$ cat config.mk
export PLATFORM = sky130hd
export DESIGN_NAME = uopExpander
export DESIGN_NICKNAME = d
export VERILOG_FILES = /design/src/hw/uopPkg.sv /design/src/hw/condCheck.sv /design/src/hw/uopClassify.sv /design/src/hw/ldmRegList.sv /design/src/hw/uopSequencer.sv /design/src/hw/uopExpander.sv
export SDC_FILE = /design/constraint.sdc
export NUM_CORES = 1
export LEC_CHECK = 0
export BUFFER_PORTS_ARGS = -buffer_cell sky130_fd_sc_hd__clkbuf_2
export CAP_MARGIN = 0
export CORE_MARGIN = 1
export CORE_UTILIZATION = 54
export CTS_CLUSTER_DIAMETER = 30
export DETAILED_ROUTE_END_ITERATION = 12
export PLACE_DENSITY = 0.87
export SYNTH_ARGS = -nofsm -noshare
export SYNTH_HDL_FRONTEND = slang
export SYNTH_SLANG_ARGS = --single-unit
$ cat constraint.sdc
create_clock -name clk -period 6.1 [get_ports clk]
set_input_delay 0 -clock clk [delete_from_list [all_inputs] [get_ports clk]]
set_output_delay 0 -clock clk [all_outputs]
set_load 0.02 [all_outputs]
$ cat src/hw/uopPkg.sv
// Micro-op expander shared definitions

package uopPkg;

	// Word and field types
	typedef logic [31:0] instrWord; // Instruction or micro-op word
	typedef logic [3:0] regIdx; // Register number
	typedef logic [15:0] regMask; // LDM register list, bit i is Ri
	typedef logic [3:0] condFlags; // NZCV, N in bit 3
	typedef logic [3:0] rzSelect; // {RA1 mux, WA3 bank, RA2 bank, RA1 bank}
	typedef logic [11:0] offset12; // Immediate load offset

	// Expansion kind picked by the classifier
	typedef enum logic [2:0] {
		kindNone, // Pass through unchanged
		kindRsr, // Register-shifted-register data processing
		kindMulAcc, // Short multiply-accumulate
		kindBranchLink, // BL split into MOV LR and B
		kindLoadMultiple // LDM split into single loads
	} uopKind;

	// Sequencer states, one per expansion after its first step
	typedef enum logic [2:0] {
		stReady, // Between instructions
		stRsr, // Second RSR step pending
		stMulAcc, // ADD step of MLA pending
		stBranchLink, // Branch step of BL pending
		stLoadMultiple // Later LDM loads pending
	} seqState;

	// Data-processing opcodes
	localparam logic [3:0] opMov = 4'b1101;
	localparam logic [3:0] opAdd = 4'b0100;

	// Register numbers
	localparam logic [3:0] regRz = 4'd15; // Scratch register, upper bank
	localparam logic [3:0] regLink = 4'd14;
	localparam logic [3:0] regPc = 4'd15;

	// Address step between consecutive LDM words
	localparam logic [11:0] wordBytes = 12'd4;

endpackage

$ cat src/hw/condCheck.sv
// Condition code evaluation

`timescale 1ns/1ps

module condCheck (
	input uopPkg::instrWord instr, // Condition taken from bits 31:28
	input uopPkg::condFlags flags, // Current NZCV
	output logic condPass // Instruction would execute
);

	logic n, z, c, v;

	assign n = flags[3];
	assign z = flags[2];
	assign c = flags[1];
	assign v = flags[0];

	always_comb begin
		case (instr[31:28])
			4'b0000: condPass = z; // EQ
			4'b0001: condPass = ~z; // NE
			4'b0010: condPass = c; // CS/HS
			4'b0011: condPass = ~c; // CC/LO
			4'b0100: condPass = n; // MI
			4'b0101: condPass = ~n; // PL
			4'b0110: condPass = v; // VS
			4'b0111: condPass = ~v; // VC
			4'b1000: condPass = c & ~z; // HI
			4'b1001: condPass = ~c | z; // LS
			4'b1010: condPass = (n == v); // GE
			4'b1011: condPass = (n != v); // LT
			4'b1100: condPass = ~z & (n == v); // GT
			4'b1101: condPass = z | (n != v); // LE
			4'b1110: condPass = 1'b1; // AL
			default: condPass = 1'b0; // Never code
		endcase
	end

endmodule

$ cat src/hw/uopClassify.sv
// Expansion kind decoder

`timescale 1ns/1ps

module uopClassify (
	input uopPkg::instrWord instr, // Instruction in decode
	output uopPkg::uopKind kind // Which expansion applies
);

	logic isBx; // Branch-exchange shares the RSR encoding space
	logic isRsr;
	logic isMulAcc;
	logic isBranchLink;
	logic isLoadMultiple;

	// BX is 0001_0010 then SBO nibbles then 0001
	assign isBx = (instr[27:4] == {8'b0001_0010, 12'hFFF, 4'b0001});

	// Data processing, register operand shifted by a register
	assign isRsr = (instr[27:25] == 3'b000) && !instr[7] && instr[4] && !isBx;

	// MLA only, long forms have bit 23 set
	assign isMulAcc = (instr[27:24] == 4'b0000) && !instr[23] && instr[21]
		&& (instr[7:4] == 4'b1001);

	assign isBranchLink = (instr[27:24] == 4'b1011); // B with L bit

	// LDM with at least one register in the list
	assign isLoadMultiple = (instr[27:25] == 3'b100) && instr[20]
		&& (instr[15:0] != 16'h0000);

	// Checks run in priority order
	always_comb begin
		if (isRsr) begin
			kind = uopPkg::kindRsr;
		end else if (isMulAcc) begin
			kind = uopPkg::kindMulAcc;
		end else if (isBranchLink) begin
			kind = uopPkg::kindBranchLink;
		end else if (isLoadMultiple) begin
			kind = uopPkg::kindLoadMultiple;
		end else begin
			kind = uopPkg::kindNone;
		end
	end

endmodule

$ cat src/hw/ldmRegList.sv
// Load-multiple register list

`timescale 1ns/1ps

module ldmRegList (
	input logic clk,
	input logic reset,
	input logic stall, // Hold list and step index
	input uopPkg::instrWord instr, // LDM held in decode
	input logic listStart, // First LDM step, list comes from instr
	input logic listAdvance, // Later LDM step, list comes from heldList
	output uopPkg::regIdx ldmReg, // Lowest register still to load
	output uopPkg::offset12 ldmOffset, // Address delta magnitude
	output logic ldmUp, // Delta is nonnegative
	output logic ldmLast // Only ldmReg remains
);

	uopPkg::regMask heldList; // Registers left after the current step
	uopPkg::regMask curList; // Registers left including the current one
	uopPkg::regMask nextList; // curList without its lowest register
	logic [3:0] stepIdx; // Loads already issued
	logic [3:0] curStep;
	logic [4:0] regCount; // Registers in the whole LDM, 1 to 16
	logic signed [12:0] listBytes;
	logic signed [12:0] firstDelta; // Delta of the first load from Rn
	logic signed [12:0] delta;
	logic signed [12:0] magnitude;

	assign curList = listStart ? instr[15:0] : heldList; // Fresh list in start cycle
	assign curStep = listStart ? 4'd0 : stepIdx;
	assign nextList = curList & (curList - 16'd1); // Clear lowest set bit
	assign ldmLast = (nextList == '0);

	// Lowest set bit wins, so scan downward
	always_comb begin
		ldmReg = '0;
		for (int i = 15; i >= 0; i--) begin
			if (curList[i]) ldmReg = 4'(i);
		end
	end

	assign regCount = 5'($countones(instr[15:0]));
	assign listBytes = uopPkg::wordBytes * regCount; // 4n

	always_comb begin
		case (instr[24:23]) // P and U bits
			2'b00: firstDelta = uopPkg::wordBytes - listBytes; // DA, Rn + 4 - 4n
			2'b01: firstDelta = '0; // IA
			2'b10: firstDelta = -listBytes; // DB
			default: firstDelta = uopPkg::wordBytes; // IB
		endcase
	end

	assign delta = firstDelta + uopPkg::wordBytes * curStep; // Walks upward 4 bytes per load
	assign magnitude = delta[12] ? -delta : delta;
	assign ldmUp = ~delta[12];
	assign ldmOffset = magnitude[11:0];

	always_ff @(posedge clk) begin
		if (reset) begin
			heldList <= '0; // Empty list
			stepIdx <= '0;
		end else if (!stall && (listStart || listAdvance)) begin
			heldList <= nextList; // Drop the register just loaded
			stepIdx <= curStep + 4'd1;
		end
	end

	// Classifier only starts nonempty lists, sequencer stops at the last one
	listNotEmpty: assert property (@(posedge clk) disable iff (reset)
		(listStart || listAdvance) |-> (curList != '0));

	// Held list only keeps registers from the LDM's own list
	regInList: assert property (@(posedge clk) disable iff (reset)
		listAdvance |-> instr[ldmReg]);

endmodule

$ cat src/hw/uopSequencer.sv
// Micro-op sequencer FSM

`timescale 1ns/1ps

module uopSequencer (
	input logic clk,
	input logic reset,
	input logic stall, // Pipeline held, repeat this step
	input uopPkg::instrWord instr, // Held in decode during the expansion
	input uopPkg::uopKind kind,
	input logic condPass, // LDM condition under current flags
	input uopPkg::regIdx ldmReg,
	input uopPkg::offset12 ldmOffset,
	input logic ldmUp,
	input logic ldmLast,
	output logic listStart,
	output logic listAdvance,
	output logic useUop, // Select uopInstr over instr
	output logic uopStall, // Hold fetch, more steps follow
	output logic noFlagUpdate,
	output logic keepV, // Multiplier leaves V alone
	output logic prevRsr, // Second step consumes Rz result
	output logic ldmForward, // Forward the previous load's base
	output uopPkg::instrWord uopInstr,
	output uopPkg::rzSelect rz
);

	uopPkg::seqState state, nextState;
	uopPkg::instrWord ldmWord; // Single load for the current LDM register

	// LDR Rd, [Rn, #+/-offset], pre-indexed, no writeback
	assign ldmWord = {instr[31:28], // Cond
		3'b010, // Immediate single transfer
		1'b1, // P, pre-index
		ldmUp, // U
		1'b0, // B, word
		1'b0, // W, base untouched
		1'b1, // L
		instr[19:16], // Rn
		ldmReg, // Rd
		ldmOffset};

	always_ff @(posedge clk) begin
		if (reset) begin
			state <= uopPkg::stReady;
		end else if (!stall) begin
			state <= nextState;
		end
	end

	always_comb begin
		nextState = state;
		useUop = 1'b0;
		uopStall = 1'b0;
		noFlagUpdate = 1'b0;
		keepV = 1'b0;
		prevRsr = 1'b0;
		ldmForward = 1'b0;
		listStart = 1'b0;
		listAdvance = 1'b0;
		rz = 4'b0000;
		uopInstr = instr; // Pass-through by default
		case (state)
			uopPkg::stReady: begin
				case (kind)
					uopPkg::kindRsr: begin // MOV Rz, Rm shift Rs
						useUop = 1'b1;
						uopStall = 1'b1;
						noFlagUpdate = 1'b1;
						rz = 4'b1100; // Write Rz in upper bank
						uopInstr = {instr[31:25], uopPkg::opMov, 1'b0, 4'b0000, uopPkg::regRz,
							instr[11:0]};
						nextState = uopPkg::stRsr;
					end
					uopPkg::kindMulAcc: begin // MUL Rz, Rm, Rs
						useUop = 1'b1;
						uopStall = 1'b1;
						keepV = 1'b1;
						rz = 4'b1100;
						uopInstr = {instr[31:24], 1'b0, instr[22], 1'b0, 1'b0, uopPkg::regRz,
							4'b0000, instr[11:0]};
						nextState = uopPkg::stMulAcc;
					end
					uopPkg::kindBranchLink: begin // MOV LR, PC
						useUop = 1'b1;
						uopStall = 1'b1;
						uopInstr = {instr[31:28], 3'b000, uopPkg::opMov, 1'b0, 4'b0000,
							uopPkg::regLink, 8'h00, uopPkg::regPc};
						nextState = uopPkg::stBranchLink;
					end
					uopPkg::kindLoadMultiple: begin
						// First load needs no condition check
						useUop = 1'b1;
						uopStall = !ldmLast;
						noFlagUpdate = 1'b1;
						listStart = 1'b1;
						uopInstr = ldmWord;
						nextState = ldmLast ? uopPkg::stReady : uopPkg::stLoadMultiple;
					end
					default: begin
						nextState = uopPkg::stReady;
					end
				endcase
			end
			uopPkg::stRsr: begin // Original op with Rz as plain operand
				useUop = 1'b1;
				prevRsr = 1'b1;
				rz = 4'b0010; // Read RA2 from upper bank
				uopInstr = {instr[31:12], 8'h00, uopPkg::regRz};
				nextState = uopPkg::stReady;
			end
			uopPkg::stMulAcc: begin // ADD Rd, Rz, Rn
				useUop = 1'b1;
				prevRsr = 1'b1;
				rz = 4'b0001; // Read RA1 from upper bank
				uopInstr = {instr[31:28], 3'b000, uopPkg::opAdd, instr[20], uopPkg::regRz,
					instr[19:16], 8'h00, instr[15:12]};
				nextState = uopPkg::stReady;
			end
			uopPkg::stBranchLink: begin
				useUop = 1'b1;
				uopInstr = {instr[31:25], 1'b0, instr[23:0]}; // Plain B
				nextState = uopPkg::stReady;
			end
			uopPkg::stLoadMultiple: begin
				useUop = 1'b1;
				noFlagUpdate = 1'b1;
				ldmForward = 1'b1;
				listAdvance = 1'b1;
				if (!condPass) begin
					// Condition failed, squash with a NOP and stop
					uopInstr = {instr[31:28], 3'b001, uopPkg::opAdd, 21'h000000};
					nextState = uopPkg::stReady;
				end else begin
					uopStall = !ldmLast;
					uopInstr = ldmWord;
					nextState = ldmLast ? uopPkg::stReady : uopPkg::stLoadMultiple;
				end
			end
			default: begin
				nextState = uopPkg::stReady;
			end
		endcase
	end

	// Instruction stays in decode for the whole expansion
	heldInstrExpands: assert property (@(posedge clk) disable iff (reset)
		(state != uopPkg::stReady) |-> (kind != uopPkg::kindNone));

	// Final step of any expansion returns to stReady
	finalStepIdle: assert property (@(posedge clk) disable iff (reset)
		(useUop && !uopStall && !stall) |=> (state == uopPkg::stReady));

endmodule

$ cat src/hw/uopExpander.sv
// Micro-op expander top

`timescale 1ns/1ps

module uopExpander (
	input logic clk,
	input logic reset,
	input uopPkg::instrWord instr, // Instruction in decode
	input uopPkg::condFlags flags, // Current NZCV
	input logic stall, // Pipeline stalled
	output logic useUop,
	output uopPkg::instrWord uopInstr,
	output logic uopStall, // Hold fetch
	output logic noFlagUpdate,
	output logic keepV,
	output logic prevRsr,
	output logic ldmForward,
	output uopPkg::rzSelect rz
);

	uopPkg::uopKind kind;
	logic condPass;
	logic listStart, listAdvance;
	uopPkg::regIdx ldmReg;
	uopPkg::offset12 ldmOffset;
	logic ldmUp, ldmLast;

	condCheck condCheckInst (.instr(instr), .flags(flags), .condPass(condPass));

	uopClassify classifyInst (.instr(instr), .kind(kind));

	ldmRegList regListInst (.clk(clk), .reset(reset), .stall(stall), .instr(instr),
		.listStart(listStart), .listAdvance(listAdvance), .ldmReg(ldmReg),
		.ldmOffset(ldmOffset), .ldmUp(ldmUp), .ldmLast(ldmLast));

	uopSequencer sequencerInst (.clk(clk), .reset(reset), .stall(stall), .instr(instr),
		.kind(kind), .condPass(condPass), .ldmReg(ldmReg), .ldmOffset(ldmOffset),
		.ldmUp(ldmUp), .ldmLast(ldmLast), .listStart(listStart), .listAdvance(listAdvance),
		.useUop(useUop), .uopStall(uopStall), .noFlagUpdate(noFlagUpdate), .keepV(keepV),
		.prevRsr(prevRsr), .ldmForward(ldmForward), .uopInstr(uopInstr), .rz(rz));

endmodule

==> impl_results.md <==
* CP max FO at 7
* Wire per inst at 18.0 um
* Period minus WS final at 5.96 ns
* Yosys warning count at 0
* CTS Buf Count at 3
* Gp weighted congestion at roughly 0.97
* Core Region at ~7400 sq um
* Post-route setup TNS at 0 ns
* Setup CP Type: in -> out
* Sink Count at 22
* Slew @ Worst Pin at 1.02 ns
* First-pass GRT wire length at roughly 22,000 um
* Most common cell on crit path: inv_1
* Initial core utilization at a little under three fifths
* Family with the most delay on the worst path: adder cells
* Worst Path Buf+Inv at 8
* Asr flop ratio synth at 0%
* Cell count of the worst reg-to-reg path at 7
* Die Y at around 90 um
* Antenna-violating nets left at 0
* Post-synthesis sequential area ratio at 10.5%
* Vias in the first global route at 4,649
* Pwr/cell area at slightly above 300 nW/um^2
* Worst Setup EP: uopInstr[9]
* Max_slew headroom at a little under a third
* CP max stage cell: fa_1
* Netlist Area Pre-Place at between 4000 and 5000 sq um
* Total grt overflow at 0
* Die X at 90.1 um
* Drt drc at 0
* Hpwl dp at 10,400 um
* Synth cell types at between 80 and 90
* Routed WL at around 14,000 um
* Syn Area/Cell at ~7.0 sq um
* RSZ-0062 raised after global routing: true
* Share of post-route cells with drive strength above 1 at 20.3%
* I/O pin total at just over 80
* DP Area at between 4000 and 5000 sq um
* Reg-to-reg startpoint: sequencerInst.state[2]
* Syn Inst Count at approximately 600
* Leakage power at around 2.2 nW
* Worst Setup SP: instr[15]
* CP required at 6.10 ns
* Vias per inst at 6.58
* CP Depth at 25
* Maxcap violations at 0
* CTS tree: yes
* Period utilization at roughly 98%
* Clk root buf: clkbuf_8
* Overall power at 1.48 mW
* Maximum number of pins on one net before global-route repair at 36
* Most common cell after layout, fill and taps aside: clkbuf_2
* Final setup vio count at 0
* Cell area after layout at 4790 sq um
* Worst reg2reg setup slack at 2.95 ns
* Placed insts at ~750
* Die area at roughly 8100 sq um
* FILL cells at about 650
* DR iter-0 viols at between 500 and 600
* HP Class: in -> reg
* Most used flip-flop cell after synthesis: dfxtp_1
* FP Rows at 31
* Vias at between 4,000 and 5,000
* Crit. End Element: primary output
* Final nets at approximately 750
* Outcome: completed
* H-tree Lvls at 1
* Total track usage at about a third
* Yosys reg bits at 22
* DR pass1 iterations at 8
* Max Freq at ~170 MHz
* Critical R2R Capture: sequencerInst.state[2]
* Hold Vio Cnt, Final at 0
* Fin Clk Skew at about 0.0074 ns
* Worst-Skew Late Latency at around 0.26 ns
* Slew Limit Fails at 0
* Post-synth EDFFs at 0
* Worst EP arrival at between 5 and 6 ns
* Layout Cells excl Fill at 758
* VDD IR-drop max at roughly 0.00034 V
* Port Buffers at 80
* Initial antenna violation count at 0
* Critical path launch point type: primary input
* CTS Buffer Depth at 2
* Worst path max stage delay at approximately 0.54 ns
* Util after Layout at between 60% and 70%
* Post-synthesis net count at between 600 and 700
* Commonest cells after routing, fill and taps aside: clkbuf_2, nor2_1, nand2_1, inv_1, a21oi_1
* Diodes inserted at 0
* Area Overhead vs Synth at 14.4%
* Clock transition at path regs at approximately 0.080 ns
==> layer usage <==
metal	track usage (%)	up-vias	wire length, um	part of all wire [%]
met3	6.94	46	1540	11
li1	-	2300	-	-
met1	41.0	2321	5380	39
met2	53.6	319	6270	46
met4	12.2	0	446	3.3
met5	0	-	0	0
==> cell type report <==
| cell class | count | area, sq um | area share, % |
|---|---|---|---|
| Inverter | 50 | 188 | 3.92 |
| Sequential cell | 22 | 440 | 9.19 |
| Tap cell | 99 | 124 | 2.58 |
| Clock buffer | 3 | 41.3 | 0.861 |
| Multi-Input combinational cell | 491 | 3500 | 73.1 |
| Timing Repair Buffer | 93 | 498 | 10.4 |
==> tightest hold or removal path: stages <==
cell and delay, ns:
clkbuf_2 0.13, nand2_1 0.08, a21oi_1 0.06
==> how the worst min path moves through the flow <==
stage	start	end	slack, ns	cells after the start
2_1_floorplan	reset	regListInst.heldList[11]	0.07	1
3_3_place_gp	instr[28]	uopInstr[28]	0.30	2
3_5_place_dp	instr[28]	uopInstr[28]	0.32	2
4_1_cts	stall	sequencerInst.state[2]	0.04	3
5_1_grt	stall	sequencerInst.state[2]	0.07	3
6_report	stall	sequencerInst.state[2]	0.06	3
==> sequential cells by signal (all words and copies together) (netlist names) <==
| register | flops |
|---|---|
| regListInst.stepIdx | 4 |
| sequencerInst.state | 3 |
| regListInst.heldList | 15 |
==> logic make-up after synthesis <==
family	synth area share, %
fa+ha+maj	16.3
simple gates	26.0
compound gates	32.1
xor+xnor	3.76
flops	10.5
buf+inv	8.54
mux	2.75
==> where the power goes <==
part           switching, mW  total, mW  internal [mW]
clock                 0.0473     0.0914         0.0441
combinational          0.709       1.25          0.538
sequential           0.00196      0.146          0.144
==> stage by stage <==
| step | setup WS [ns] | hold slack [ns] |
|---|---|---|
| after global routing | -0.0323 | 0.0652 |
| final | 0.141 | 0.0612 |
| after global placement | 0.168 | 0.299 |
| after detailed placement | 0.00474 | 0.318 |
| after CTS | 0.0795 | 0.0449 |
| after floorplan | 0.204 | 0.0691 |
==> cells in the mapped netlist (7+ instances only) <==
master     n  area [sq um]
mux2i_1   10           100
fa_1      12           240
dfxtp_1   22           440
nand3_1   11          55.1
inv_1     50           188
o21ai_0   46           230
ha_1      33           413
a21o_1     9          67.6
a21oi_1   45           225
and2_1    11          68.8
xnor2_1   11          96.3
o211ai_1   8          60.1
nor3_1    12          60.1
clkbuf_1  27           101
nor2_1    67           251
nand2b_1   9          56.3
xor2_1     7          61.3
nand2_1   50           188
==> repair_timing <==
action | CTS | global route
gates resized for setup | 1 | 25
endpoints found under the setup margin | 2 | 10
pin swaps | 0 | 4
gates cloned | 0 | 1
setup buffers | 0 | 3
hold buffers | 0 | 0
endpoints found under the hold margin | 0 | 0
Power figures use the tool's default switching activity.
